==> config.mk <==
export PLATFORM = sky130hd
export DESIGN_NAME = aformDecoder
export DESIGN_NICKNAME = d
export VERILOG_FILES = /design/src/verilog/aformPkg.sv /design/src/verilog/aformOpDecode.sv /design/src/verilog/aformDecodeStage.sv /design/src/verilog/issueCreditCounter.sv /design/src/verilog/aformDecoder.sv
export VERILOG_INCLUDE_DIRS = /design/src /design/src/include
export SDC_FILE = /design/constraint.sdc
export NUM_CORES = 1
export LEC_CHECK = 0
export ABC_CLOCK_PERIOD_IN_PS = 4400
export BUFFER_PORTS_ARGS = -buffer_cell sky130_fd_sc_hd__buf_2
export CAP_MARGIN = 20
export CORE_MARGIN = 2
export CORE_UTILIZATION = 43
export CTS_CLUSTER_DIAMETER = 60
export DETAILED_ROUTE_END_ITERATION = 8
export PLACE_DENSITY = 0.8
export RECOVER_POWER = 25
export SLEW_MARGIN = 15
export SYNTH_ARGS = -nofsm -noshare
export SYNTH_HDL_FRONTEND = slang
export SYNTH_SLANG_ARGS = --single-unit
==> constraint.sdc <==
create_clock -name clock_i -period 4.4 [get_ports clock_i]
set_clock_uncertainty 0.1 [all_clocks]
set_input_delay 0.22 -clock clock_i [delete_from_list [all_inputs] [get_ports clock_i]]
set_output_delay 0.22 -clock clock_i [all_outputs]
set_load 0.01 [all_outputs]
==> src/include/aform_defs.svh <==
`ifndef AFORM_DEFS_SVH
`define AFORM_DEFS_SVH

// Field start bits, numbered MSB first
`define AFORM_OP_POS   0
`define AFORM_T_POS    6
`define AFORM_A_POS    11
`define AFORM_B_POS    16
`define AFORM_C_POS    21
`define AFORM_XO_POS   26
`define AFORM_RC_POS   31

`define OPC_INT        6'd31
`define OPC_FP_DBL     6'd63
`define OPC_FP_SGL     6'd59

`define XO_ISEL        5'd15
`define XO_FDIV        5'd18
`define XO_FSUB        5'd20
`define XO_FADD        5'd21
`define XO_FSQRT       5'd22
`define XO_FSEL        5'd23
`define XO_FRE         5'd24
`define XO_FMUL        5'd25
`define XO_FRSQRTE     5'd26
`define XO_FMSUB       5'd28
`define XO_FMADD       5'd29
`define XO_FNMSUB      5'd30
`define XO_FNMADD      5'd31

`define UNIT_FX        3'd0
`define UNIT_FP        3'd1
`define UNIT_CR        3'd3

// Bit 0 is read and bit 1 is write
`define ACC_NONE       2'b00
`define ACC_READ       2'b10
`define ACC_WRITE      2'b01

`define AFORM_CREDITS  4

`endif

==> src/verilog/aformPkg.sv <==
package aformPkg;

    // Instruction words and fields keep the MSB-first numbering
    typedef logic [0:31] instWord_t;     // One fixed-size instruction

    typedef logic [0:5]  opcode_t;       // Primary opcode

    typedef logic [0:4]  xo_t;           // Extended opcode

    typedef logic [0:4]  regIdx_t;       // T, A, B or C field

    // Program order tag shared by all micro ops of one instruction
    typedef logic [0:63] majId_t;

    typedef logic [0:2]  funcUnit_t;     // Backend unit class

    // Operand access pattern
    // Bit 0 set when the operand is read
    // Bit 1 set when the operand is written
    typedef logic [0:1]  regAccess_t;

    // Free entries in the issue queue
    typedef logic [2:0]  credit_t;       // Holds 0 to 4

endpackage

==> src/verilog/aformOpDecode.sv <==
`include "aform_defs.svh"

module aformOpDecode (
    input  aformPkg::opcode_t    opcode_i,
    input  aformPkg::xo_t        xo_i,
    input  aformPkg::regIdx_t    regA_i,
    output logic                 legal_o,
    output aformPkg::funcUnit_t  funcUnit_o,
    output logic                 aIsReg_o,
    output aformPkg::regAccess_t accessT_o,
    output aformPkg::regAccess_t accessA_o,
    output aformPkg::regAccess_t accessB_o,
    output aformPkg::regAccess_t accessC_o
);

    logic isSelect;     // Integer select
    logic isFloat;      // Either floating opcode
    logic fpBasic;      // Floating ops on A and B only
    logic fpMulAdd;     // Floating ops that also read C

    assign isSelect = (opcode_i == `OPC_INT) && (xo_i == `XO_ISEL);
    assign isFloat  = (opcode_i == `OPC_FP_DBL) || (opcode_i == `OPC_FP_SGL);

    // Both floating groups share one XO table.
    // Floating select exists only in double precision
    always_comb begin
        fpBasic  = 1'b0;
        fpMulAdd = 1'b0;
        if (isFloat) begin
            case (xo_i)
                `XO_FDIV,
                `XO_FSUB,
                `XO_FADD,
                `XO_FSQRT,
                `XO_FRE,
                `XO_FMUL,
                `XO_FRSQRTE: begin
                    fpBasic = 1'b1;
                end
                `XO_FMSUB,
                `XO_FMADD,
                `XO_FNMSUB,
                `XO_FNMADD: begin
                    fpMulAdd = 1'b1;
                end
                `XO_FSEL: begin
                    fpMulAdd = (opcode_i == `OPC_FP_DBL);   // Selects on C like FMA
                end
                default: begin
                    fpBasic  = 1'b0;
                    fpMulAdd = 1'b0;
                end
            endcase
        end
    end

    assign legal_o = isSelect || fpBasic || fpMulAdd;

    // Illegal words fall back to the integer unit code
    always_comb begin
        if (isSelect) begin
            funcUnit_o = `UNIT_CR;
        end else if (legal_o) begin
            funcUnit_o = `UNIT_FP;
        end else begin
            funcUnit_o = `UNIT_FX;
        end
    end

    // isel treats RA of zero as the literal zero
    assign aIsReg_o = !(isSelect && (regA_i == '0));

    assign accessT_o = legal_o ? `ACC_WRITE : `ACC_NONE;
    assign accessA_o = legal_o ? `ACC_READ : `ACC_NONE;
    assign accessB_o = legal_o ? `ACC_READ : `ACC_NONE;
    assign accessC_o = (isSelect || fpMulAdd) ? `ACC_READ : `ACC_NONE;

endmodule

==> src/verilog/aformDecodeStage.sv <==
`include "aform_defs.svh"

module aformDecodeStage (
    input  logic                 clock_i,
    input  logic                 rstN_i,
    input  logic                 instValid_i,
    input  aformPkg::instWord_t  instWord_i,
    input  aformPkg::majId_t     majId_i,
    input  logic                 canAccept_i,
    output logic                 recValid_o,
    output logic                 illegalInst_o,
    output aformPkg::opcode_t    opcode_o,
    output aformPkg::xo_t        xo_o,
    output aformPkg::regIdx_t    regT_o,
    output aformPkg::regIdx_t    regA_o,
    output aformPkg::regIdx_t    regB_o,
    output aformPkg::regIdx_t    regC_o,
    output logic                 rc_o,
    output aformPkg::majId_t     majId_o,
    output aformPkg::funcUnit_t  funcUnit_o,
    output logic                 aIsReg_o,
    output aformPkg::regAccess_t accessT_o,
    output aformPkg::regAccess_t accessA_o,
    output aformPkg::regAccess_t accessB_o,
    output aformPkg::regAccess_t accessC_o
);

    import aformPkg::*;

    opcode_t    opcode;
    xo_t        xo;
    regIdx_t    regT;
    regIdx_t    regA;
    regIdx_t    regB;
    regIdx_t    regC;
    logic       rc;
    logic       accept;
    logic       legal;
    funcUnit_t  funcUnit;
    logic       aIsReg;
    regAccess_t accessT;
    regAccess_t accessA;
    regAccess_t accessB;
    regAccess_t accessC;

    // Field split
    assign opcode = instWord_i[`AFORM_OP_POS +: $bits(opcode_t)];
    assign regT   = instWord_i[`AFORM_T_POS +: $bits(regIdx_t)];
    assign regA   = instWord_i[`AFORM_A_POS +: $bits(regIdx_t)];
    assign regB   = instWord_i[`AFORM_B_POS +: $bits(regIdx_t)];
    assign regC   = instWord_i[`AFORM_C_POS +: $bits(regIdx_t)];
    assign xo     = instWord_i[`AFORM_XO_POS +: $bits(xo_t)];
    assign rc     = instWord_i[`AFORM_RC_POS];

    assign accept = instValid_i && canAccept_i;

    aformOpDecode opDecode (
        .opcode_i   (opcode),
        .xo_i       (xo),
        .regA_i     (regA),
        .legal_o    (legal),
        .funcUnit_o (funcUnit),
        .aIsReg_o   (aIsReg),
        .accessT_o  (accessT),
        .accessA_o  (accessA),
        .accessB_o  (accessB),
        .accessC_o  (accessC)
    );

    // One pulse per accepted word, record or illegal
    always_ff @(posedge clock_i) begin
        if (!rstN_i) begin
            recValid_o    <= 1'b0;
            illegalInst_o <= 1'b0;
        end else begin
            recValid_o    <= accept && legal;
            illegalInst_o <= accept && !legal;
        end
    end

    // Record payload holds its value until the next legal word
    always_ff @(posedge clock_i) begin
        if (accept && legal) begin
            opcode_o   <= opcode;
            xo_o       <= xo;
            regT_o     <= regT;
            regA_o     <= regA;
            regB_o     <= regB;
            regC_o     <= regC;
            rc_o       <= rc;
            majId_o    <= majId_i;
            funcUnit_o <= funcUnit;
            aIsReg_o   <= aIsReg;
            accessT_o  <= accessT;
            accessA_o  <= accessA;
            accessB_o  <= accessB;
            accessC_o  <= accessC;
        end
    end

endmodule

==> src/verilog/issueCreditCounter.sv <==
`include "aform_defs.svh"

module issueCreditCounter #(
    parameter int creditMax = `AFORM_CREDITS
) (
    input  logic clock_i,
    input  logic rstN_i,
    input  logic spend_i,           // Record visible this cycle
    input  logic creditReturn_i,    // Queue freed one entry
    output logic canAccept_o
);

    import aformPkg::*;

    credit_t creditCount;   // Excludes the record now on the output
    credit_t creditFree;    // Credits left once that record is counted

    // spend_i comes from the registered record valid, so the record
    // leaving this cycle is charged at once through creditFree and
    // folded into the stored count at the next edge
    always_ff @(posedge clock_i) begin
        if (!rstN_i) begin
            creditCount <= credit_t'(creditMax);
        end else begin
            case ({spend_i, creditReturn_i})
                2'b10:   creditCount <= creditCount - credit_t'(1);
                2'b01:   creditCount <= creditCount + credit_t'(1);
                default: creditCount <= creditCount;   // Idle or both
            endcase
        end
    end

    assign creditFree  = creditCount - credit_t'(spend_i);
    assign canAccept_o = (creditFree != '0);

endmodule

==> src/verilog/aformDecoder.sv <==
module aformDecoder (
    input  logic                 clock_i,
    input  logic                 rstN_i,
    input  logic                 instValid_i,
    input  aformPkg::instWord_t  instWord_i,
    input  aformPkg::majId_t     majId_i,
    input  logic                 creditReturn_i,
    output logic                 instReady_o,
    output logic                 recValid_o,
    output logic                 illegalInst_o,
    output aformPkg::opcode_t    opcode_o,
    output aformPkg::xo_t        xo_o,
    output aformPkg::regIdx_t    regT_o,
    output aformPkg::regIdx_t    regA_o,
    output aformPkg::regIdx_t    regB_o,
    output aformPkg::regIdx_t    regC_o,
    output logic                 rc_o,
    output aformPkg::majId_t     majId_o,
    output aformPkg::funcUnit_t  funcUnit_o,
    output logic                 aIsReg_o,
    output aformPkg::regAccess_t accessT_o,
    output aformPkg::regAccess_t accessA_o,
    output aformPkg::regAccess_t accessB_o,
    output aformPkg::regAccess_t accessC_o
);

    logic canAccept;    // A free slot in the issue queue

    assign instReady_o = canAccept;

    aformDecodeStage decodeStage (
        .clock_i       (clock_i),
        .rstN_i        (rstN_i),
        .instValid_i   (instValid_i),
        .instWord_i    (instWord_i),
        .majId_i       (majId_i),
        .canAccept_i   (canAccept),
        .recValid_o    (recValid_o),
        .illegalInst_o (illegalInst_o),
        .opcode_o      (opcode_o),
        .xo_o          (xo_o),
        .regT_o        (regT_o),
        .regA_o        (regA_o),
        .regB_o        (regB_o),
        .regC_o        (regC_o),
        .rc_o          (rc_o),
        .majId_o       (majId_o),
        .funcUnit_o    (funcUnit_o),
        .aIsReg_o      (aIsReg_o),
        .accessT_o     (accessT_o),
        .accessA_o     (accessA_o),
        .accessB_o     (accessB_o),
        .accessC_o     (accessC_o)
    );

    // Only emitted records use a queue entry
    issueCreditCounter creditCounter (
        .clock_i        (clock_i),
        .rstN_i         (rstN_i),
        .spend_i        (recValid_o),
        .creditReturn_i (creditReturn_i),
        .canAccept_o    (canAccept)
    );

endmodule

==> results_tabular.tex, run 1 <==
\begin{tabular}{lr}
\hline
Metric & Value \\
\hline
\multicolumn{2}{l}{\textbf{Outcome}} \\
\quad Status & finished, final reports clean \\
\multicolumn{2}{l}{\textbf{Critical path}} \\
\quad Critical path startpoint category & input port \\
\quad Worst reg2reg path startpoint & creditCounter.creditCount[0] \\
\quad Data arrival time at the worst-slack endpoint & 2.81 ns \\
\quad Critical Path End Type & register \\
\quad Critical path start-end classification & in2reg \\
\quad Cell-by-cell listing of the critical path & dlygate4sd3\_1 > buf\_2 > or3b\_4 > a2111oi\_4 > a31o\_4 > and3\_4 > buf\_12 \\
\quad Worst stage delay on the critical path & 0.59 ns \\
\quad Crit path required time & 4.34 ns \\
\quad Start point of the critical path & instWord\_i[4] \\
\quad Peak fanout along the critical path & 57 \\
\quad Max stage delay cell, worst path & and3\_4 \\
\multicolumn{2}{l}{\textbf{Clock tree}} \\
\quad Total clock sinks & 106 \\
\quad Number of H-tree branching levels & 3 \\
\quad Clock tree from TritonCTS & built \\
\quad Maximum number of buffers from clock root to sink & 2 \\
\quad Gates resized, CTS repair & 0 \\
\quad Clock insertion delay at the later pin of the skew report & 0.35 ns \\
\quad Worst-path clk slew & 0.09 ns \\
\quad Clock Root Buffer & clkbuf\_8 \\
\quad TritonCTS buffer count & 9 \\
\multicolumn{2}{l}{\textbf{GRT}} \\
\quad Met2 Use GR & 44.8\% \\
\quad Wire length of the first global-routing pass & 14,500 um \\
\quad Pin count of the biggest net entering global routing & 58 \\
\quad Met3 GRT Util & 5.54\% \\
\quad Met1 GRT Util & 22.9\% \\
\quad Number of global-route vias before repair & 2,789 \\
\quad Overall track demand over capacity in global routing & 22.8\% \\
\quad Overall overflow remaining after global route & 0 \\
\quad Most congested layer reported by global routing & met2 \\
\quad Antenna violations before repair & 0 \\
\multicolumn{2}{l}{\textbf{Synthesis}} \\
\quad Share of async-settable or async-resettable flops after synthesis & 0\% \\
\quad Number of synthesized register bits & 106 \\
\quad Warning count from the yosys run & 0 \\
\quad Ys flop type & edfxtp\_1 \\
\quad Distinct cells, synth & 30 \\
\quad Number of enable-type register cells in the synthesized netlist & 101 \\
\quad Cell area after synthesis & 3500 um2 \\
\quad Avg Cell Area, Syn & 22.4 um2 \\
\quad Seq/Total Area, Yosys & 89.5\% \\
\quad Count of mapped cells out of synthesis & 156 \\
\multicolumn{2}{l}{\textbf{Detailed routing}} \\
\quad Pre-Repair DR Iteration Count & 4 \\
\quad Sum of routed wire length over all layers & 10,200 um \\
\quad Number of DRC violations after detailed-routing iteration 0 & 98 \\
\quad Count of nets left with antenna violations after detail routing & 0 \\
\quad Total vias in the final route & 2,640 \\
\quad Remaining design rule violation count & 0 \\
\quad Average wire per cell in the routed design & 17.7 um \\
\quad Vias per cell & 4.60 \\
\multicolumn{2}{l}{\textbf{STA}} \\
\quad Setup Viol. Count Final & 0 \\
\quad Unrepaired setup endpoints after global routing & false \\
\quad Worst-margin pin slew & 0.604 ns \\
\quad Fmax & 0.348 GHz \\
\quad Final hold violation count & 0 \\
\quad Count of pins over their slew limit & 0 \\
\quad Setup ws final & 1.53 ns \\
\quad Tightest slew margin relative to the limit & 59.7\% \\
\quad Setup\_tns & 0 ns \\
\quad Period Utilization, post-route & 65.3\% \\
\quad Time the worst path needs with I/O delays and setup & 2.87 ns \\
\multicolumn{2}{l}{\textbf{Floorplanning}} \\
\quad Die H & 94.2 um \\
\quad Initial core utilization & 44.8\% \\
\quad Standard cell core area & 7810 um2 \\
\quad Number of placed I/O pins & 211 \\
\quad Core Rows & 32 \\
\quad Die ar. & 8880 um2 \\
\quad Horizontal die dimension & 94.2 um \\
\multicolumn{2}{l}{\textbf{Cells and area}} \\
\quad Layout cell share with drive strength beyond 1 & 44.5\% \\
\quad Total number of nets in the final design & 570 \\
\quad Number of filler instances in the final layout & 483 \\
\quad Post-layout utilization of the core & 74.2\% \\
\quad Sequential standard cell area & 3130 um2 \\
\quad Layout Area Growth over Synthesis & 65.5\% \\
\quad Most common library cell in the layout ignoring fill and taps & buf\_2 \\
\quad Top library cells by usage in the layout, fill and taps aside & 185 x buf\_2, 101 x edfxtp\_1, 97 x dlygate4sd3\_1, 19 x clkbuf\_1, 9 x clkbuf\_8 \\
\quad ANT cells & 0 \\
\quad Area taken by multi-input logic gates & 324 um2 \\
\multicolumn{2}{l}{\textbf{Place}} \\
\quad Detailed placement HPWL & 6290 um \\
\quad Routability cong. & 0.728 \\
\quad Input/output buffers & 205 \\
\quad Pre-CTS setup slack & 1.70 ns \\
\multicolumn{2}{l}{\textbf{Power}} \\
\quad Maximum vdd ir drop & 0.000195 V \\
\quad Pwr dens & 323 nW/um2 \\
\quad Cell leakage power & 2.32 nW \\
\multicolumn{2}{l}{\textbf{Worst hold path}} \\
\quad Hold Path Origin & instValid\_i \\
\quad Class of the worst hold path & in2reg \\
\multicolumn{2}{l}{\textbf{Job}} \\
\quad Number of maximum-capacitance constraint violations & 0 \\
\hline
\end{tabular}
-- registers in the layout, summed over array words and instances, names as in the netlist --
signal                     count
decodeStage.majId_o           64
decodeStage.opcode_o           6
decodeStage.regA_o             5
decodeStage.regB_o             5
decodeStage.regC_o             5
decodeStage.regT_o             5
decodeStage.xo_o               5
creditCounter.creditCount      3
decodeStage.funcUnit_o         2
decodeStage.aIsReg_o           1
decodeStage.accessC_o          1
decodeStage.accessT_o          1
decodeStage.illegalInst_o      1
decodeStage.rc_o               1
decodeStage.recValid_o         1
-- stage by stage --
stage	total power [W]	cells	hold slack, ns	instance area, um2
after floorplan	0.00117	160	0.192	3520
after global placement	0.00122	461	0.296	4640
after detailed placement	0.00122	461	0.298	4640
after CTS	0.00188	574	0.00750	5820
after global routing	0.00194	574	0.0255	5790
final	0.00187	574	0.0413	5790
-- power breakdown --
| part | switching (W) | internal (W) | total, W |
|---|---|---|---|
| sequential | 0.00000425 | 0.00111 | 0.00111 |
| clock | 0.000329 | 0.000271 | 0.000600 |
| combinational | 0.0000561 | 0.0000998 | 0.000156 |
-- worst paths after layout --
kind,cells after the start,slack (ns),end
worst min register to register,2,0.44,creditCounter.creditCount[2]
worst min-delay path,3,0.04,decodeStage.illegalInst_o
worst max-delay path,7,1.53,decodeStage.majId_o[36]
worst max register to register,6,2.08,decodeStage.majId_o[36]
-- what timing repair did --
action	in CTS	in global routing
hold buffers	97	0
setup buffers	0	0
hold endpoints to repair	98	0
-- critical path, delay by kind of cell --
| family | cells | cell delay (ns) |
|---|---|---|
| buffers and inverters | 3 | 1.04 |
| AND/OR/NAND/NOR | 2 | 1.00 |
| AO/OA/AOI/OAI | 2 | 0.51 |
-- Yosys cell counts, types with 2 or more instances --
library cell,number,area (um2)
edfxtp_1,101,3030
buf_4,7,52.6
dfxtp_1,5,100
nand3_1,5,25.0
nor2_1,4,15.0
inv_1,3,11.3
nand2_1,3,11.3
ha_1,2,25.0
nand3b_1,2,15.0
nor2b_1,2,12.5
nor3_1,2,10.0
xnor2_1,2,17.5
-- final cells by class --
cell class,count,share of cell area [%]
multi-input cells,44,5.59
clock buffers,10,2.20
clock inverters,6,1.30
well taps,102,2.20
inverters,3,0.194
flip-flops and latches,106,54.1
repair buffers,303,34.4
-- logic make-up after synthesis --
logic type / share of synthesized area [%]
mux: 0.286
buf+inv: 1.82
xor+xnor: 0.751
compound gates: 2.50
flops: 89.5
fa+ha+maj: 1.29
other cells: 0.107
simple gates: 3.75
-- per-layer routing --
| layer | up-vias | wire [um] |
|---|---|---|
| li1 | 1214 | - |
| met1 | 1270 | 3350 |
| met2 | 139 | 5800 |
| met3 | 17 | 813 |
| met4 | 0 | 212 |
| met5 | - | 0 |
Note: power is estimated with default switching activity, not from simulation.
==> run 2: changes to the inputs <==
--- a/config.mk
+++ b/config.mk
@@ -6,7 +6,7 @@
 export SDC_FILE = /design/constraint.sdc
 export NUM_CORES = 1
 export LEC_CHECK = 0
-export ABC_CLOCK_PERIOD_IN_PS = 4400
+export ABC_CLOCK_PERIOD_IN_PS = 2700
 export BUFFER_PORTS_ARGS = -buffer_cell sky130_fd_sc_hd__buf_2
 export CAP_MARGIN = 20
 export CORE_MARGIN = 2
==> constraint.sdc (replaced) <==
create_clock -name clock_i -period 2.7 [get_ports clock_i]
set_clock_uncertainty 0.1 [all_clocks]
set_input_delay 0.135 -clock clock_i [delete_from_list [all_inputs] [get_ports clock_i]]
set_output_delay 0.135 -clock clock_i [all_outputs]
set_load 0.01 [all_outputs]
==> run 2 against run 1 <==
Effect of this change: count of clock-buffer cells in the layout unchanged; final cell count increased by 0.35%; clock power increased by 52%.
==> results_tabular.tex, run 2 (synthesized netlist as in run 1, its figures left out) <==
\begin{tabular}{lr}
\hline
Metric & Value \\
\hline
\multicolumn{2}{l}{\textbf{Clock tree}} \\
\quad Gates resized, CTS repair & 0 \\
\quad Hold Buf Count CTS & 98 \\
\quad Total clock sinks & 106 \\
\quad Setup Buffers After CTS & 0 \\
\quad TritonCTS buffer count & 9 \\
\quad Worst-path clk slew & 0.10 ns \\
\quad Clock Root Buffer & clkbuf\_8 \\
\quad Clock insertion delay at the later pin of the skew report & 0.34 ns \\
\quad Maximum number of buffers from clock root to sink & 2 \\
\quad Clock tree from TritonCTS & built \\
\quad Number of H-tree branching levels & 3 \\
\multicolumn{2}{l}{\textbf{Detailed routing}} \\
\quad Remaining design rule violation count & 0 \\
\quad Average wire per cell in the routed design & 18.2 um \\
\quad Count of nets left with antenna violations after detail routing & 0 \\
\quad Pre-Repair DR Iteration Count & 4 \\
\quad Total vias in the final route & 2,683 \\
\quad Number of DRC violations after detailed-routing iteration 0 & 98 \\
\quad Sum of routed wire length over all layers & 10,500 um \\
\quad Vias per cell & 4.66 \\
\multicolumn{2}{l}{\textbf{Cells and area}} \\
\quad Top library cells by usage in the layout, fill and taps aside & 188 x buf\_2, 101 x edfxtp\_1, 98 x dlygate4sd3\_1, 18 x clkbuf\_1, 9 x clkbuf\_8 \\
\quad Layout Area Growth over Synthesis & 65.8\% \\
\quad Total number of nets in the final design & 572 \\
\quad Number of flip-flops in the largest register & 64 \\
\quad Largest registers & decodeStage.majId\_o: 64 flops, decodeStage.opcode\_o: 6 flops \\
\quad Most common library cell in the layout ignoring fill and taps & buf\_2 \\
\quad Sequential standard cell area & 3130 um2 \\
\quad ANT cells & 0 \\
\quad Area taken by multi-input logic gates & 324 um2 \\
\quad Layout cell share with drive strength beyond 1 & 44.7\% \\
\quad Number of filler instances in the final layout & 493 \\
\quad Register with the highest flop count & decodeStage.majId\_o \\
\multicolumn{2}{l}{\textbf{Floorplanning}} \\
\quad Initial core utilization & 44.8\% \\
\quad Die ar. & 8880 um2 \\
\quad Die H & 94.2 um \\
\quad Standard cell core area & 7810 um2 \\
\quad Horizontal die dimension & 94.2 um \\
\quad Number of placed I/O pins & 211 \\
\quad Core Rows & 32 \\
\multicolumn{2}{l}{\textbf{GRT}} \\
\quad Pin count of the biggest net entering global routing & 42 \\
\quad Wire length of the first global-routing pass & 14,900 um \\
\quad Overall track demand over capacity in global routing & 23.2\% \\
\quad Number of global-route vias before repair & 2,833 \\
\quad Overall overflow remaining after global route & 0 \\
\quad Antenna violations before repair & 0 \\
\multicolumn{2}{l}{\textbf{Power}} \\
\quad Cell leakage power & 2.34 nW \\
\quad Pwr dens & 513 nW/um2 \\
\quad Maximum vdd ir drop & 0.000278 V \\
\multicolumn{2}{l}{\textbf{Critical path}} \\
\quad Critical Path End Type & register \\
\quad Critical path startpoint category & input port \\
\quad Max stage delay cell, worst path & dlygate4sd3\_1 \\
\quad Top Family by Delay on Critical Path & buffers and inverters \\
\quad Critical path start-end classification & in2reg \\
\quad Data arrival time at the worst-slack endpoint & 2.46 ns \\
\quad Peak fanout along the critical path & 41 \\
\quad Buffers plus inverters on the worst setup path & 3 \\
\quad Crit path required time & 2.64 ns \\
\quad Cell-by-cell listing of the critical path & dlygate4sd3\_1 > clkbuf\_1 > or3b\_4 > a2111oi\_4 > a31o\_4 > and3\_4 > buf\_12 \\
\quad Worst stage delay on the critical path & 0.53 ns \\
\multicolumn{2}{l}{\textbf{Outcome}} \\
\quad Status & finished, final reports clean \\
\multicolumn{2}{l}{\textbf{STA}} \\
\quad Time the worst path needs with I/O delays and setup & 2.53 ns \\
\quad Fmax & 0.396 GHz \\
\quad Count of pins over their slew limit & 0 \\
\quad Setup\_tns & 0 ns \\
\quad Final hold violation count & 0 \\
\quad Setup ws final & 0.175 ns \\
\quad Period Utilization, post-route & 93.5\% \\
\quad Unrepaired setup endpoints after global routing & false \\
\quad Setup Viol. Count Final & 0 \\
\multicolumn{2}{l}{\textbf{Job}} \\
\quad Number of maximum-capacitance constraint violations & 0 \\
\multicolumn{2}{l}{\textbf{Place}} \\
\quad Input/output buffers & 205 \\
\quad Pre-CTS setup slack & 0.383 ns \\
\quad Routability cong. & 0.811 \\
\quad Detailed placement HPWL & 6310 um \\
\multicolumn{2}{l}{\textbf{Worst hold path}} \\
\quad Class of the worst hold path & in2reg \\
\hline
\end{tabular}
-- run 2: through the flow --
step	total power, W	util, %	instance area (um2)	hold slack, ns	cells
after detailed placement	0.00199	59.7	4660	0.213	462
after floorplan	0.00190	-	3520	0.107	160
after CTS	0.00300	74.6	5830	0.166	576
after global routing	0.00310	74.4	5810	0.214	576
after global placement	0.00198	59.7	4660	0.212	462
final	0.00298	74.4	5810	0.208	576
-- run 2: worst paths after layout --
check	start	end	slack, ns	cells after the start
min	creditReturn_i	creditCounter.creditCount[2]	0.21	4
max	instWord_i[31]	decodeStage.accessT_o[0]	0.17	7
max reg2reg	creditCounter.creditCount[0]	decodeStage.accessT_o[0]	0.65	6
min reg2reg	creditCounter.creditCount[2]	creditCounter.creditCount[2]	0.44	2
-- run 2: routing by layer --
metal / routed length (um) / track usage (%) / up-vias
met2: 5840 / 44.3 / 165
met5: 0 / 0 / -
li1: - / - / 1214
met4: 268 / 9.78 / 0
met3: 775 / 4.25 / 20
met1: 3600 / 24.7 / 1284
-- run 2: final cells by class --
type	instances	share of cell area [%]
inverters	3	0.194
clock inverters	6	0.970
repair buffers	305	34.9
well taps	102	2.20
flip-flops and latches	106	54.0
multi-input cells	44	5.58
clock buffers	10	2.20
-- run 2: worst register-to-register path, delay by kind of cell, from the launching register on --
| kind | cells | cell delay (ns) |
|---|---|---|
| buffers and inverters | 2 | 0.34 |
| flip-flops | 1 | 0.42 |
| XOR/XNOR | 1 | 0.12 |
| AND/OR/NAND/NOR | 2 | 0.54 |
| adder cells (fa/ha/maj) | 1 | 0.19 |
-- run 2: report_power, final --
part | internal [W] | switching (W)
registers | 0.00181 | 0.00000774
logic | 0.000164 | 0.0000904
clock network | 0.000360 | 0.000549
